## src/mandel_pkg.sv

```systemverilog
// Shared fixed-point types, frame geometry, credit sizing and palette for the escape-time engine
package mandel_pkg;

	//////////////////////////////////////////////////
	// Fixed point, signed 4.23
	//////////////////////////////////////////////////
	localparam int FIXED_W = 27;
	localparam int FRAC_BITS = 23;

	typedef logic signed [FIXED_W-1:0] fixed_t;
	// Room for a full product plus one carry
	typedef logic signed [2*FIXED_W:0] wide_t;

	// 4.0, compared against |z|^2
	localparam fixed_t ESCAPE_LIMIT = fixed_t'(4 << FRAC_BITS);

	// Iteration counts and user limit
	typedef logic [9:0] iter_t;

	// RGB332
	typedef logic [7:0] color_t;

	//////////////////////////////////////////////////
	// Frame and output flow control
	//////////////////////////////////////////////////
	localparam int FRAME_W = 16;
	localparam int FRAME_H = 8;
	localparam int FRAME_PIXELS = FRAME_W * FRAME_H;

	// y * FRAME_W + x
	typedef logic [$clog2(FRAME_PIXELS)-1:0] pixel_addr_t;

	// Pixel slots in the sink
	localparam int CREDIT_MAX = 4;
	localparam int CREDIT_W = $clog2(CREDIT_MAX + 1);
	typedef logic [CREDIT_W-1:0] credit_t;

	// Threshold bands, band 0 is the set itself
	localparam int BANDS = 8;
	localparam color_t PALETTE [0:BANDS] = '{
		8'b000_000_00,
		8'b011_001_00,
		8'b011_001_00,
		8'b101_010_01,
		8'b011_001_01,
		8'b001_001_01,
		8'b011_010_10,
		8'b010_100_10,
		8'b010_100_10
	};

	// Full product, back to 4.23, wraps on overflow
	function automatic fixed_t fixed_mul(fixed_t a, fixed_t b);
		wide_t prod;
		prod = wide_t'(a) * wide_t'(b);
		return fixed_t'(prod >>> FRAC_BITS);
	endfunction

	// Escape test on |z|^2, squares kept wide so large z cannot wrap
	function automatic logic escaped(fixed_t zr, fixed_t zi);
		wide_t mag;
		mag = wide_t'(zr) * wide_t'(zr) + wide_t'(zi) * wide_t'(zi);
		return (mag >>> FRAC_BITS) > wide_t'(ESCAPE_LIMIT);
	endfunction

endpackage

```

## src/point_if.sv

```systemverilog
// Handshake bundle carrying one complex point and its pixel address from walker to iterator
`timescale 1ns/1ns

interface point_if import mandel_pkg::*; ();

	logic        valid;
	logic        ready;
	// Point c in the complex plane
	fixed_t      cr;
	fixed_t      ci;
	pixel_addr_t addr;
	// Final point of the frame
	logic        last;

	modport walker (
		output valid, cr, ci, addr, last,
		input  ready
	);

	modport iterator (
		input  valid, cr, ci, addr, last,
		output ready
	);

endinterface

```

## src/coord_walker.sv

```systemverilog
// Frame walker that latches the view on start and issues one point per pixel in raster order
`timescale 1ns/1ns

module coord_walker import mandel_pkg::*; (
	input  logic   clk,
	input  logic   rst,
	input  logic   start,
	input  fixed_t cr_start,
	input  fixed_t ci_start,
	input  fixed_t dx,
	input  fixed_t dy,
	input  iter_t  max_iter,
	input  logic   frame_done,
	output logic   busy,
	output iter_t  frame_max_iter,
	point_if.walker pts
);

	// Raster position, x fastest
	logic [$clog2(FRAME_W)-1:0] x_q;
	logic [$clog2(FRAME_H)-1:0] y_q;
	logic   valid_q;
	// View latched at start
	fixed_t cr_base_q;
	fixed_t dx_q;
	fixed_t dy_q;
	iter_t  max_iter_q;
	// Running coordinate of the current point
	fixed_t cr_q;
	fixed_t ci_q;
	logic   launch;
	logic   advance;
	logic   row_end;

	// Start is ignored mid-frame
	assign launch  = start && !busy;
	assign advance = pts.valid && pts.ready;
	assign row_end = (x_q == FRAME_W - 1);

	//////////////////////////////////////////////////
	// Control
	//////////////////////////////////////////////////
	always_ff @(posedge clk or posedge rst) begin
		if (rst) begin
			busy    <= 1'b0;
			valid_q <= 1'b0;
			x_q     <= '0;
			y_q     <= '0;
		end else if (launch) begin
			busy    <= 1'b1;
			valid_q <= 1'b1;
			x_q     <= '0;
			y_q     <= '0;
		end else begin
			// Busy holds until the last pixel leaves the mapper
			if (frame_done) begin
				busy <= 1'b0;
			end
			if (advance) begin
				if (pts.last) begin
					valid_q <= 1'b0;
				end else if (row_end) begin
					x_q <= '0;
					y_q <= y_q + 1'b1;
				end else begin
					x_q <= x_q + 1'b1;
				end
			end
		end
	end

	// Coordinate sums, wrap in fixed_t
	always_ff @(posedge clk) begin
		if (launch) begin
			cr_base_q  <= cr_start;
			dx_q       <= dx;
			dy_q       <= dy;
			max_iter_q <= max_iter;
			cr_q       <= cr_start;
			ci_q       <= ci_start;
		end else if (advance && !pts.last) begin
			if (row_end) begin
				// New row, imaginary part walks down
				cr_q <= cr_base_q;
				ci_q <= ci_q - dy_q;
			end else begin
				cr_q <= cr_q + dx_q;
			end
		end
	end

	assign pts.valid = valid_q;
	assign pts.cr    = cr_q;
	assign pts.ci    = ci_q;
	// FRAME_W is a power of two so the concatenation is y * FRAME_W + x
	assign pts.addr  = {y_q, x_q};
	assign pts.last  = ({y_q, x_q} == FRAME_PIXELS - 1);
	assign frame_max_iter = max_iter_q;

endmodule

```

## src/flat_wrapper.sv

```systemverilog
// flat-port wrapper written by rule: the top's interface ports become plain ports
module coord_walker_flat import mandel_pkg::*;
  (clk, rst, start, cr_start, ci_start, dx, dy, max_iter, frame_done, busy, frame_max_iter, pts_valid, pts_cr, pts_ci, pts_addr, pts_last, pts_ready);
  point_if pts_i ();
  input  logic clk;
  input  logic rst;
  input  logic start;
  input  fixed_t cr_start;
  input  fixed_t ci_start;
  input  fixed_t dx;
  input  fixed_t dy;
  input  iter_t max_iter;
  input  logic frame_done;
  output logic busy;
  output iter_t frame_max_iter;
  output wire logic [$bits(pts_i.valid)-1:0] pts_valid;
  output wire logic [$bits(pts_i.cr)-1:0] pts_cr;
  output wire logic [$bits(pts_i.ci)-1:0] pts_ci;
  output wire logic [$bits(pts_i.addr)-1:0] pts_addr;
  output wire logic [$bits(pts_i.last)-1:0] pts_last;
  input wire logic [$bits(pts_i.ready)-1:0] pts_ready;
  assign pts_valid = pts_i.valid;
  assign pts_cr = pts_i.cr;
  assign pts_ci = pts_i.ci;
  assign pts_addr = pts_i.addr;
  assign pts_last = pts_i.last;
  assign pts_i.ready = pts_ready;
  coord_walker u_core (.clk(clk), .rst(rst), .start(start), .cr_start(cr_start), .ci_start(ci_start), .dx(dx), .dy(dy), .max_iter(max_iter), .frame_done(frame_done), .busy(busy), .frame_max_iter(frame_max_iter), .pts(pts_i));
endmodule
```

## config.mk

```make
export PLATFORM = sky130hd
export DESIGN_NAME = coord_walker_flat
export DESIGN_NICKNAME = d
export VERILOG_FILES = /design/src/mandel_pkg.sv /design/src/point_if.sv /design/src/coord_walker.sv /design/src/flat_wrapper.sv
export SDC_FILE = /design/constraint.sdc
export NUM_CORES = 1
export LEC_CHECK = 0
export ABC_AREA = 1
export ABC_CLOCK_PERIOD_IN_PS = 4000
export BUFFER_PORTS_ARGS = -buffer_cell sky130_fd_sc_hd__buf_4
export CAP_MARGIN = 20
export CORE_MARGIN = 2
export CORE_UTILIZATION = 33
export CTS_BUF_LIST = sky130_fd_sc_hd__clkbuf_8
export DETAILED_ROUTE_END_ITERATION = 16
export PLACE_DENSITY_LB_ADDON = 0.08
export SLEW_MARGIN = 20
export SYNTH_ARGS = -nofsm -noshare
export SYNTH_HDL_FRONTEND = slang
export SYNTH_SLANG_ARGS = --single-unit
```

## constraint.sdc

```tcl
create_clock -name clk -period 4 [get_ports clk]
set_clock_uncertainty 0.15 [all_clocks]
set_input_delay 0.4 -clock clk [delete_from_list [all_inputs] [get_ports clk]]
set_output_delay 0.4 -clock clk [all_outputs]
set_load 0.005 [all_outputs]
```

==> metrics <==
antenna violations before repair=2; synthesized area per cell=8.01 µm²; die footprint=30,200 µm²; combined flip-flop and latch cell area=4580 µm²; count of clock tree sinks=154; TritonCTS Buffers=17; number of distinct library cells after synthesis=36; via count of the first global-routing pass=8,870; number of register bits inferred by synthesis=154; filler instances=2,932; ports placed on the boundary=197; Root Buffer=sky130_fd_sc_hd__clkbuf_8; Startpoint Class=register; Final Cycle Share=64.4%; critical setup path kind=reg2reg; arrival time of the worst setup path=2.80 ns; worst min path class=in2reg; maximum number of pins on one net before global-route repair=98; PortBufs=196; count of vias placed by the detailed router=8,586; setup violators final=0; vias per std cell=4.55; final period demand of the worst path=2.58 ns; compound-gate portion of the synthesized area=6.76%; Mapped Nets=1,368; Chip Height=174 µm; area delta synth->final=34.8%; number of DRC markers after the initial detailed-route iteration=352; CTS tree=done; horizontal extent of the die=174 µm; combined global-route utilization of all metal layers=19.1%; final net count=1,666; placement row count=62; XOR/XNOR share of the synthesized area=1.29%; deepest level of the CTS H-tree=4; routed len/inst=15.1 µm; power density of the placed cells=526 nW/µm²; setup TNS=0 ns; number of cells upsized or downsized after cts=0; Yosys Warn Count=0; total count of hold-check failures in the final report=0; fraction of layout cells with a size suffix above 1=17.4%; total half-perimeter wirelength after legalization and detailed placement=21,500 µm; total standard cell area after synthesis=9520 µm²; mux share of post-synthesis cell area=0%; core area=28,500 µm²; final wirelength=28,400 µm; actual slew at the worst max-slew pin=0.786 ns; Post-DRT Antenna Nets=0; Max transition margin=47.6%; dpl ws=1.29 ns; kind of capture point of the worst setup path=register; highest attainable clock frequency=388 MHz; global placement routability congestion=0.961; synthesized-area fraction occupied by adder cells=7.65%; Worst-Skew Late Latency=0.49 ns; sequential-to-total area share from yosys stat=48.1%; worst-path fanout max=97; Mapped Cells=1,188; basic-gate share of the synthesized area counting and, or, nand and nor cells=28.2%; combined area of the multi-input logic cells=4180 µm²; data required time at the worst endpoint=4.22 ns; number of maximum-capacitance constraint violations=0; slack of the critical path=1.42 ns; result of the run=finished, final reports clean; maximum vdd ir drop=0.244 mV; largest family of logic cells by synthesized area=simple AND/OR/NAND/NOR gates; total leakage power=6.17 nW; drt pass-1 iters=6; pins over their slew limit=0; unrepaired setup endpoints after global routing=no; number of DRC violations after detailed routing=0; Max Root-Sink Buffers=2; effective utilization at floorplan=33.3%; clock-pin transition on the worst setup and hold timing paths=0.11 ns; global route total overflow=0; global-route wire length before repair=45,300 µm
-- cells in the mapped netlist --
master / instances / area share [%]
sky130_fd_sc_hd__nor3_1: 5 / 0.26
sky130_fd_sc_hd__a21o_1: 2 / 0.16
sky130_fd_sc_hd__a21oi_1: 46 / 2.4
sky130_fd_sc_hd__nand2_1: 439 / 17
sky130_fd_sc_hd__and2_1: 3 / 0.20
sky130_fd_sc_hd__o21ai_1: 4 / 0.21
sky130_fd_sc_hd__o31ai_1: 1 / 0.079
sky130_fd_sc_hd__nor3_2: 1 / 0.11
sky130_fd_sc_hd__or2_2: 2 / 0.13
sky130_fd_sc_hd__ha_1: 55 / 7.2
sky130_fd_sc_hd__xor2_1: 7 / 0.64
sky130_fd_sc_hd__inv_1: 179 / 7.1
sky130_fd_sc_hd__xnor2_1: 7 / 0.64
sky130_fd_sc_hd__o21ai_0: 51 / 2.7
sky130_fd_sc_hd__nor2_4: 2 / 0.24
sky130_fd_sc_hd__nand4_1: 18 / 1.2
sky130_fd_sc_hd__o21ai_2: 3 / 0.28
sky130_fd_sc_hd__a31oi_1: 1 / 0.066
sky130_fd_sc_hd__edfxtp_1: 145 / 46
sky130_fd_sc_hd__o21bai_1: 6 / 0.47
sky130_fd_sc_hd__fa_1: 2 / 0.42
sky130_fd_sc_hd__a221oi_1: 1 / 0.092
sky130_fd_sc_hd__o22ai_1: 1 / 0.066
sky130_fd_sc_hd__nand2_2: 6 / 0.39
sky130_fd_sc_hd__clkbuf_1: 8 / 0.32
sky130_fd_sc_hd__buf_4: 1 / 0.079
sky130_fd_sc_hd__o21a_1: 3 / 0.24
sky130_fd_sc_hd__inv_2: 2 / 0.079
sky130_fd_sc_hd__nand3b_1: 4 / 0.32
sky130_fd_sc_hd__nand3_1: 82 / 4.3
sky130_fd_sc_hd__nand3_2: 4 / 0.42
sky130_fd_sc_hd__and2_2: 1 / 0.079
sky130_fd_sc_hd__nor2_1: 73 / 2.9
sky130_fd_sc_hd__nor2_2: 6 / 0.39
sky130_fd_sc_hd__dfrtp_1: 9 / 2.4
sky130_fd_sc_hd__buf_2: 8 / 0.42
-- final cells by class --
cell class | instances | share of cell area, %
clock inverter | 15 | 1.38
clock buffer | 17 | 1.82
multi-input combinational | 836 | 32.6
inverter | 181 | 5.34
antenna | 2 | 0.0390
timing repair buffer | 296 | 19.4
tap | 384 | 3.75
sequential | 154 | 35.7
-- metal layers --
| layer | vias to the layer above | wire, µm | global-route usage (%) |
|---|---|---|---|
| met5 | - | 0 | 0 |
| met4 | 0 | 586 | 6.30 |
| met3 | 34 | 900 | 3.60 |
| met2 | 164 | 14800 | 35.4 |
| met1 | 3932 | 12100 | 22.1 |
| li1 | 4456 | - | - |
-- layout by cell type, fill, tap and decap left out, types with 46 or more instances in the layout --
cell type	netlist	routed
sky130_fd_sc_hd__nand3_1	82	82
sky130_fd_sc_hd__edfxtp_1	145	145
sky130_fd_sc_hd__ha_1	55	55
sky130_fd_sc_hd__o21ai_0	51	51
sky130_fd_sc_hd__dlygate4sd3_1	0	95
sky130_fd_sc_hd__a21oi_1	46	46
sky130_fd_sc_hd__inv_1	179	179
sky130_fd_sc_hd__nor2_1	73	73
sky130_fd_sc_hd__buf_4	1	199
sky130_fd_sc_hd__nand2_1	439	438
-- power breakdown --
| group | leakage [nW] | total (mW) | internal (mW) | switching [mW] |
|---|---|---|---|---|
| sequential | 1.50 | 2.33 | 2.15 | 0.182 |
| combinational | 4.47 | 3.12 | 1.26 | 1.87 |
| clock | 0.207 | 1.29 | 0.580 | 0.715 |
-- cells by family after synthesis --
| logic type | count (synthesis) |
|---|---|
| simple gates | 646 |
| buf+inv | 198 |
| flops | 154 |
| compound gates | 119 |
| fa+ha+maj | 57 |
| xor+xnor | 14 |
-- registers in the layout, summed over array words and instances (netlist names) --
name / cells
u_core.y_q: 3
u_core.pts.cr: 27
u_core.cr_base_q: 27
u_core.busy: 1
u_core.dx_q: 27
u_core.pts.valid: 1
u_core.frame_max_iter: 10
u_core.dy_q: 27
u_core.pts.ci: 27
u_core.x_q: 4
-- stage by stage --
step                      std cells  instance area [µm²]  utilization (%)  hold slack [ns]  total power, mW
after global placement         1756                11500             40.1            0.255             5.43
after global routing           1883                12800             44.9           0.0123             7.35
final                          1885                12800             44.9           0.0355             6.75
after floorplan                1188                 9520                -           0.0779             4.33
after CTS                      1883                12800             44.9          0.00177             6.85
after detailed placement       1756                11500             40.1            0.254             5.45
-- timing repair --
action | CTS | global route
endpoints found under the setup margin | 0 | 0
hold buffers | 95 | 0
hold endpoints to repair | 103 | 0
buffers inserted | 0 | 0
-- path summary, 6_finish.rpt --
kind                                   from                end  slack, ns  depth (start not counted)
max                             u_core.busy      u_core.x_q[0]       1.42                          8
min                            ci_start[26]  u_core.pts.ci[26]       0.04                          3
max reg2reg                     u_core.busy      u_core.x_q[0]       1.42                          8
min reg2reg                u_core.pts.valid   u_core.pts.valid       0.36                          2
max in group asynchronous               rst      u_core.x_q[0]       3.14                          3
min in group asynchronous               rst        u_core.busy       0.28                          3
-- critical path: stages (launching register included) --
cell                      delay (ns)
sky130_fd_sc_hd__dfrtp_1        0.39
sky130_fd_sc_hd__inv_1          0.08
sky130_fd_sc_hd__nand2_2        0.34
sky130_fd_sc_hd__inv_6          0.69
sky130_fd_sc_hd__nor2_1         0.17
sky130_fd_sc_hd__inv_1          0.14
sky130_fd_sc_hd__buf_12         0.21
sky130_fd_sc_hd__o21ai_0        0.11
sky130_fd_sc_hd__o21a_1         0.11
No activity file was read; power rests on OpenSTA's default activity.
