==> config.mk <==
export PLATFORM = sky130hd
export DESIGN_NAME = color_mapper_flat
export DESIGN_NICKNAME = d
export VERILOG_FILES = /design/src/mandel_pkg.sv /design/src/count_if.sv /design/src/color_mapper.sv /design/src/flat_wrapper.sv
export SDC_FILE = /design/constraint.sdc
export NUM_CORES = 1
export LEC_CHECK = 0
export BUFFER_PORTS_ARGS = -buffer_cell sky130_fd_sc_hd__buf_2
export CORE_ASPECT_RATIO = 1.4
export CORE_MARGIN = 5
export CORE_UTILIZATION = 57
export CTS_CLUSTER_SIZE = 25
export DETAILED_ROUTE_END_ITERATION = 12
export PLACE_DENSITY = 0.85
export SLEW_MARGIN = 20
export SYNTH_ARGS = -nofsm -noshare
export SYNTH_HDL_FRONTEND = slang
export SYNTH_SLANG_ARGS = --single-unit
==> constraint.sdc <==
create_clock -name clk -period 3.73 [get_ports clk]
set_clock_uncertainty 0.15 [all_clocks]
set_input_delay 0 -clock clk [delete_from_list [all_inputs] [get_ports clk]]
set_output_delay 0 -clock clk [all_outputs]
set_load 0.01 [all_outputs]
==> src/mandel_pkg.sv <==
// Shared fixed-point types, frame geometry, credit sizing and palette for the escape-time engine
package mandel_pkg;

	//////////////////////////////////////////////////
	// Fixed point, signed 4.23
	//////////////////////////////////////////////////
	localparam int FIXED_W = 27;
	localparam int FRAC_BITS = 23;

	typedef logic signed [FIXED_W-1:0] fixed_t;
	// Room for a full product plus one carry
	typedef logic signed [2*FIXED_W:0] wide_t;

	// 4.0, compared against |z|^2
	localparam fixed_t ESCAPE_LIMIT = fixed_t'(4 << FRAC_BITS);

	// Iteration counts and user limit
	typedef logic [9:0] iter_t;

	// RGB332
	typedef logic [7:0] color_t;

	//////////////////////////////////////////////////
	// Frame and output flow control
	//////////////////////////////////////////////////
	localparam int FRAME_W = 16;
	localparam int FRAME_H = 8;
	localparam int FRAME_PIXELS = FRAME_W * FRAME_H;

	// y * FRAME_W + x
	typedef logic [$clog2(FRAME_PIXELS)-1:0] pixel_addr_t;

	// Pixel slots in the sink
	localparam int CREDIT_MAX = 4;
	localparam int CREDIT_W = $clog2(CREDIT_MAX + 1);
	typedef logic [CREDIT_W-1:0] credit_t;

	// Threshold bands, band 0 is the set itself
	localparam int BANDS = 8;
	localparam color_t PALETTE [0:BANDS] = '{
		8'b000_000_00,
		8'b011_001_00,
		8'b011_001_00,
		8'b101_010_01,
		8'b011_001_01,
		8'b001_001_01,
		8'b011_010_10,
		8'b010_100_10,
		8'b010_100_10
	};

	// Full product, back to 4.23, wraps on overflow
	function automatic fixed_t fixed_mul(fixed_t a, fixed_t b);
		wide_t prod;
		prod = wide_t'(a) * wide_t'(b);
		return fixed_t'(prod >>> FRAC_BITS);
	endfunction

	// Escape test on |z|^2, squares kept wide so large z cannot wrap
	function automatic logic escaped(fixed_t zr, fixed_t zi);
		wide_t mag;
		mag = wide_t'(zr) * wide_t'(zr) + wide_t'(zi) * wide_t'(zi);
		return (mag >>> FRAC_BITS) > wide_t'(ESCAPE_LIMIT);
	endfunction

endpackage

==> src/count_if.sv <==
// Handshake bundle carrying one escape count and its pixel address from iterator to mapper
`timescale 1ns/1ns

interface count_if import mandel_pkg::*; ();

	logic        valid;
	logic        ready;
	iter_t       count;
	pixel_addr_t addr;
	logic        last;

	modport iterator (
		output valid, count, addr, last,
		input  ready
	);

	modport mapper (
		input  valid, count, addr, last,
		output ready
	);

endinterface

==> src/color_mapper.sv <==
// Color mapper that bands escape counts into RGB332 and sends pixels under sink credit control
`timescale 1ns/1ns

module color_mapper import mandel_pkg::*; (
	input  logic        clk,
	input  logic        rst,
	input  iter_t       frame_max_iter,
	count_if.mapper     cnt,
	input  logic        credit_return,
	output logic        pixel_valid,
	output pixel_addr_t pixel_addr,
	output color_t      pixel_color,
	output logic        frame_done
);

	// Output register
	logic        hold_q;
	pixel_addr_t addr_q;
	color_t      color_q;
	logic        last_q;
	// Free slots in the sink
	credit_t     credit_q;
	color_t      color_next;
	logic        take;
	logic        send;

	// Band lookup, lowest matching band wins
	always_comb begin
		color_next = PALETTE[BANDS];
		for (int k = BANDS; k >= 0; k--) begin
			if (cnt.count >= (frame_max_iter >> k)) begin
				color_next = PALETTE[k];
			end
		end
	end

	assign take = cnt.valid && cnt.ready;
	// Held pixel goes out on the first cycle with a credit
	assign send = hold_q && (credit_q != '0);

	//////////////////////////////////////////////////
	// Control and credits
	//////////////////////////////////////////////////
	always_ff @(posedge clk or posedge rst) begin
		if (rst) begin
			hold_q   <= 1'b0;
			credit_q <= credit_t'(CREDIT_MAX);
		end else begin
			if (take) begin
				hold_q <= 1'b1;
			end else if (send) begin
				hold_q <= 1'b0;
			end
			// Send and return together leave the count as is
			case ({send, credit_return})
				2'b10:   credit_q <= credit_q - 1'b1;
				2'b01:   credit_q <= credit_q + 1'b1;
				default: credit_q <= credit_q;
			endcase
		end
	end

	always_ff @(posedge clk) begin
		if (take) begin
			addr_q  <= cnt.addr;
			color_q <= color_next;
			last_q  <= cnt.last;
		end
	end

	// Stall backs up into the iterator while full
	assign cnt.ready   = !hold_q;
	assign pixel_valid = send;
	assign pixel_addr  = addr_q;
	assign pixel_color = color_q;
	assign frame_done  = send && last_q;

endmodule

==> src/flat_wrapper.sv <==
// flat-port wrapper written by rule: the top's interface ports become plain ports
module color_mapper_flat import mandel_pkg::*;
  (clk, rst, frame_max_iter, credit_return, pixel_valid, pixel_addr, pixel_color, frame_done, cnt_valid, cnt_count, cnt_addr, cnt_last, cnt_ready);
  count_if cnt_i ();
  input  logic clk;
  input  logic rst;
  input  iter_t frame_max_iter;
  input  logic credit_return;
  output logic pixel_valid;
  output pixel_addr_t pixel_addr;
  output color_t pixel_color;
  output logic frame_done;
  input wire logic [$bits(cnt_i.valid)-1:0] cnt_valid;
  input wire logic [$bits(cnt_i.count)-1:0] cnt_count;
  input wire logic [$bits(cnt_i.addr)-1:0] cnt_addr;
  input wire logic [$bits(cnt_i.last)-1:0] cnt_last;
  output wire logic [$bits(cnt_i.ready)-1:0] cnt_ready;
  assign cnt_i.valid = cnt_valid;
  assign cnt_i.count = cnt_count;
  assign cnt_i.addr = cnt_addr;
  assign cnt_i.last = cnt_last;
  assign cnt_ready = cnt_i.ready;
  color_mapper u_core (.clk(clk), .rst(rst), .frame_max_iter(frame_max_iter), .cnt(cnt_i), .credit_return(credit_return), .pixel_valid(pixel_valid), .pixel_addr(pixel_addr), .pixel_color(pixel_color), .frame_done(frame_done));
endmodule
==> results of run 1 <==
power by group:
part / internal (mW) / switching, mW
clock: 0.0760 / 0.0657
sequential: 0.313 / 0.0312
combinational: 0.154 / 0.184
through the flow:
stage	hold WS (ns)	power, mW	area (sq um)
global route	0.0692	0.891	2350
finish	0.0262	0.824	2350
global placement	-0.268	0.657	2190
detailed placement	-0.255	0.673	2190
floorplan	-0.385	0.556	1890
CTS	0.0278	0.823	2350
placed cells by master, fill, tap and decap left out, types with 3 or more instances in the layout:
cell type / Yosys / final
clkbuf_8: 0 / 3
ha_1: 50 / 50
a211oi_1: 4 / 4
nand3_1: 5 / 5
a21o_1: 8 / 8
inv_1: 14 / 14
buf_2: 0 / 49
dfrtp_1: 3 / 3
nor2_1: 7 / 7
o21ai_0: 5 / 5
dlygate4sd3_1: 0 / 11
o211ai_1: 3 / 3
nand2b_1: 8 / 8
a21oi_1: 13 / 13
edfxtp_1: 16 / 16
a211o_1: 3 / 3
a31oi_1: 3 / 3
sequential cells by signal, indices dropped and copies added (netlist names):
name,flops
u_core.credit_q,3
u_core.pixel_color,8
u_core.hold_q,1
u_core.last_q,1
u_core.pixel_addr,7
final cells by class:
type	instances	area, sq um
flip-flops and latches	20	582
inverters	14	52.6
well taps	39	48.8
repair buffers	61	363
clock buffers	4	45.0
multi-input cells	141	1250
fillers	242	807
metal layers:
metal  track usage, %  up-vias
met4             7.71        0
met1             22.8      751
met2             40.5       61
met3             2.96       13
li1                 -      811
met5                0        -
cells by family (layout without fill, tap and decap cells):
logic type                 after synthesis  in the layout  synth area share (%)
adders and majority gates               51             51                  34.2
AOI/OAI and AO/OA                       47             47                  17.2
and+or+nand+nor                         39             39                  13.0
DFF                                     20             20                  30.8
buffers and inverters                   14             79                  2.78
xor gates and xnor gates                 3              3                  1.39
muxes                                    1              1                 0.596
critical path: cells and delay by family (launching register included):
family,cells,cell delay [ns]
adders and majority gates,2,0.63
DFF,1,0.42
AOI/OAI and AO/OA,1,0.37
xor gates and xnor gates,2,0.32
and+or+nand+nor,1,0.11
buffers and inverters,1,0.06
worst min path at each step:
stage          slack [ns]                 end  cells after the start  startpoint
6_report             0.03  u_core.credit_q[0]                      3         rst
5_1_grt              0.07       u_core.hold_q                      3         rst
4_1_cts              0.03       u_core.hold_q                      3         rst
3_5_place_dp        -0.26       u_core.hold_q                      2         rst
3_3_place_gp        -0.27       u_core.hold_q                      2         rst
2_1_floorplan       -0.38  u_core.credit_q[0]                      1         rst
repair_timing:
item	in CTS	in global routing
hold endpoints to repair	14	0
hold buffers	11	0
buffers inserted	0	0
==> results.md, run 1 <==
* Setup crit start: u_core.credit_q[0]
* R2r worst-path depth at 7
* Slowest stage delay, CP at 0.42 ns
* Die W at approximately 60 um
* Outcome: finished, final reports clean
* Count of cell types in the netlist at 41
* Static leakage at roughly 1.1 nW
* Arrival @ worst endpoint at 2.18 ns
* Synth top area share at 33.1%
* Highest routed layer: met4
* CTS Sinks at 20
* Area Overhead vs Synth at 24.2%
* Dpl cells at roughly 260
* Clock latency on the worst-skew pair at ~0.26 ns
* DRT iter0 DRCs at 29
* Most frequent cell after synthesis: ha_1
* Met3 WL at 304 um
* Post-detail-place hpwl at 3550 um
* Critical register-to-register path endpoint: u_core.credit_q[2]
* Share of cells above drive strength 1 at 25.8%
* Final period utilization at 57.4%
* R2R Setup Slk at between 1.5 and 2 ns
* Final wirelength at approximately 4400 um
* Most used cell, CP: xor2_1
* Synth Cell Area at 0.00189 sq mm
* Main synth FF type: edfxtp_1
* RSZ-0062 raised after global routing: no
* Max cap viols at 0
* CP Launch Type: flip-flop
* CTS tree: built
* Final min period at 2.14 ns
* Row count at 24
* Fmax at ~0.47 GHz
* I/O pin count at 50
* PortBufs at 49
* WS Path Type: reg -> reg
* Setup WS pre-CTS at 1.51 ns
* EDFF count, synth at 16
* Slowest-stage cell, CP: dfrtp_1
* Residual DRC at 0
* Post-Syn Instances at 175
* GP Congestion at ~0.85
* Total track usage at 21.2%
* Num CTS Buffers at 3
* Avg Cell Area, Syn at approximately 11 sq um
* Finish-stage setup viols at 0
* Antenna cell count at 0
* Least-Margin Pin Slew at 0.860 ns
* Async set-reset flop share out of synthesis at 20.0%
* Detail Route Antenna Nets at 0
* First-pass GRT wire length at 7730 um
* Full die area at around 0.0046 sq mm
* Number of gates resized after CTS at 0
* CTS Buffer Depth at 2
* Routed vias at 1636
* Root Buffer: clkbuf_8
* Sequential-to-total area share from yosys stat at 30.8%
* PD cells at 351 mW/mm^2
* H-tree depth at 1
* Setup ws final at 1.59 ns
* Critical Path Sink: u_core.credit_q[2]
* Core Util, Final at about three quarters
* Post-Syn Nets at ~260
* Worst ir drop on vdd at around 0.00032 V
* WL met2 at between 2000 and 2500 um
* Register bit total from synthesis at 20
* Die H at about 80 um
* Area leader, netlist: ha_1
* Vias per inst at ~5.9
* Slew HR at between 40% and 50%
* Met1 wire length at between 1500 and 2000 um
* DR pass1 iterations at 4
* Starting density of the core at approximately 60%
* R2R Path Start: u_core.credit_q[0]
* CP required at approximately 3.8 ns
* Crit path capture type: flip-flop
* Routed length per instance at 15.7 um
* Largest cells by area after synthesis: ha_1 33%, edfxtp_1 25%, dfrtp_1 4.0%, a21oi_1 3.4%, a21o_1 3.2%
* Vias in the first global route at 1762
* Largest net degree at the start of global routing at 17
* Syn. warnings at 0
* Hold Violations, Final at 0
* Initial antenna violation count at 0
* Nets at 324
* Most common library cells after synthesis: 50 x ha_1, 16 x edfxtp_1, 14 x inv_1
* CORE AREA at about 0.0032 sq mm
* Peak fanout along the critical path at 3
* Max Transition Viols Final at 0
* Worst-path clk slew at ~0.070 ns
* Setup Total Neg Slack at 0 ns
* Grt ovf at 0
* Post-route insts no fill at 279
* Hold Crit Class: in -> async
* Crit path cell chain: o31ai_1, ha_1, inv_1, fa_1, xor2_1, nor2_1, xor2_1
Note: power is estimated with default switching activity, not from simulation.
==> run 2: changes to the inputs <==
Settings changed: CORE_UTILIZATION 57 to 48, PLACE_DENSITY 0.85 to 0.77.
Clock period 3.73 ns to 1.75 ns, I/O delays scaled along.
==> results.md, run 2 (synthesis results as in run 1) <==
* Outcome: finished, violations left
* Violated checks: setup timing
* Slew HR at 64.4% (+22 points)
* Area Overhead vs Synth at 52.0%
* Fmax at 0.527 GHz (+13%)
* Die W at 63.0 um (+7.5%)
* Vias per inst at 5.62 (-4.2%)
* Pwr Total at 2.04 mW (+150%)
* Final period utilization at 108% (+51 points)
* RSZ-0062 raised after global routing: yes
* Residual DRC at 0 (unchanged)
* Setup ws final at -0.147 ns (-1.74 ns)
* Clock latency on the worst-skew pair at 0.25 ns (about the same)
* Global route hottest layer: met2
* CP required at 1.78 ns (-1.99 ns)
* H-tree depth at 1 (unchanged)
* Post-detail-place hpwl at 3800 um (+7.0%)
* Final instance area at 0.00287 sq mm (+22%)
* CORE AREA at 0.00388 sq mm (+23%)
* DR pass1 iterations at 4 (unchanged)
* Grt ovf at 0 (unchanged)
* Share of cells above drive strength 1 at 46.6% (+21 points)
* Storage cell area at 582 sq um (unchanged)
* WS Path Type: reg -> reg
* First-pass GRT wire length at 8180 um (+5.8%)
* Crit path capture type: flip-flop
* Root Buffer: clkbuf_8
* Final min period at 1.90 ns (-0.244 ns)
* Largest register FFs at 8 (unchanged)
* Core Util, Final at 73.9% (-0.49 points)
* Worst ir drop on vdd at 0.000971 V (+200%)
* R2R Path Start: u_core.credit_q[0]
* Hold Crit Class: in -> async
* Largest net degree at the start of global routing at 17 (unchanged)
* Vias in the first global route at 1875 (+6.4%)
* Filler cell count at 258 (+6.6%)
* Final wirelength at 4930 um (+12%)
* GR Util met2 at 34.7% (-5.8 points)
* Met3 Track Usage GR at 3.08% (+0.12 points)
* Static leakage at 1.37 nW (+21%)
* Critical register-to-register path endpoint: u_core.credit_q[2]
* Final hold slack at 0.0209 ns (-0.00530 ns)
* I/O pin count at 50 (unchanged)
* Routed vias at 1832 (+12%)
* Routing usage on met1 at 18.6% (-4.2 points)
* R2r worst-path depth at 7 (unchanged)
* Total track usage at 18.3% (-2.9 points)
* DRT iter0 DRCs at 41 (+41%)
* Initial antenna violation count at 0 (unchanged)
* Peak fanout along the critical path at 2 (-1)
* Least-Margin Pin Slew at 0.531 ns (-0.329 ns)
* Full die area at 0.00531 sq mm (+16%)
* Placement Cell Area at 0.00249 sq mm (+14%)
* Max Transition Viols Final at 0 (unchanged)
* PD cells at 710 mW/mm^2 (+100%)
* Max cap viols at 0 (unchanged)
* Multi-input logic area at 0.00141 sq mm (+12%)
* Detail Route Antenna Nets at 0 (unchanged)
* Most common cell after layout, fill and taps aside: buf_2
* Antenna cell count at 0 (unchanged)
* Starting density of the core at 48.6% (-11 points)
* CTS Sinks at 20 (unchanged)
* Worst-path clk slew at 0.07 ns (about the same)
* PortBufs at 49 (unchanged)
* Finish-stage setup viols at 4 (+4)
* Hold Violations, Final at 0 (unchanged)
* GP Congestion at 0.934 (+11%)
* CP Launch Type: flip-flop
* Nets at 367 (+13%)
* Row count at 27 (+13%)
* Die H at 84.2 um (+7.8%)
* CTS Buffer Depth at 2 (unchanged)
* Routed length per instance at 15.1 um (-3.9%)
* Num CTS Buffers at 3 (unchanged)
* CTS tree: built
* Most frequent cells in the layout: 46 x buf_2, 44 x ha_1, 41 x buf_4
* R2R Setup Slk at -0.15 ns (-1.74 ns)
* Arrival @ worst endpoint at 1.93 ns (-0.25 ns)
==> run 2: layout make-up <==
| type | instances | area share [%] |
|---|---|---|
| multi-input cells | 141 | 49.2 |
| repair buffers | 104 | 24.9 |
| flip-flops and latches | 20 | 20.3 |
| inverters | 14 | 2.22 |
| well taps | 43 | 1.87 |
| clock buffers | 3 | 1.44 |
| clock inverters | 1 | 0.131 |
==> run 2: where the power goes <==
group	switching [mW]	total, mW	internal (mW)	leakage (nW)
sequential	0.0643	0.731	0.666	0.198
combinational	0.486	1.02	0.530	1.15
clock	0.138	0.294	0.156	0.0231
total	0.688	2.04	1.35	1.37
==> run 2: what timing repair did <==
action / CTS / global route
resized for setup: 15 / 21
endpoints found under the hold margin: 14 / 0
hold buffers: 11 / 0
endpoints found under the setup margin: 7 / 9
buffers inserted: 2 / 3
pin swaps: 9 / 14
==> run 2: worst max path at each step <==
stage / from / cells past startpoint / slack, ns / end
finish: u_core.credit_q[0] / 7 / -0.15 / u_core.credit_q[2]
global route: u_core.credit_q[0] / 7 / -0.22 / u_core.credit_q[2]
CTS: u_core.credit_q[1] / 7 / -0.15 / u_core.credit_q[2]
detailed placement: frame_max_iter[9] / 8 / -0.37 / u_core.pixel_color[4]
global placement: frame_max_iter[9] / 8 / -0.22 / u_core.pixel_color[5]
floorplan: u_core.credit_q[0] / 7 / -0.14 / u_core.credit_q[2]
==> run 2: stage by stage <==
| step | worst slack (ns) | TNS, ns | instances |
|---|---|---|---|
| global route | -0.223 | -0.802 | 326 |
| CTS | -0.150 | -0.318 | 323 |
| finish | -0.147 | -0.269 | 326 |
| detailed placement | -0.375 | -2.49 | 306 |
| global placement | -0.224 | -1.78 | 306 |
| floorplan | -0.138 | -0.414 | 175 |
==> run 2: critical path, cell delays in order (launching register included) <==
cell     delay, ns
dfrtp_1       0.40
o31ai_4       0.26
ha_2          0.23
inv_2         0.04
fa_2          0.32
xor2_1        0.14
nor2_1        0.11
xor2_1        0.16
==> run 2: layer usage <==
layer | share of wire (%) | up-vias
li1 | - | 896
met1 | 37 | 861
met2 | 54 | 59
met3 | 5.3 | 16
met4 | 4.0 | 0
met5 | 0 | -
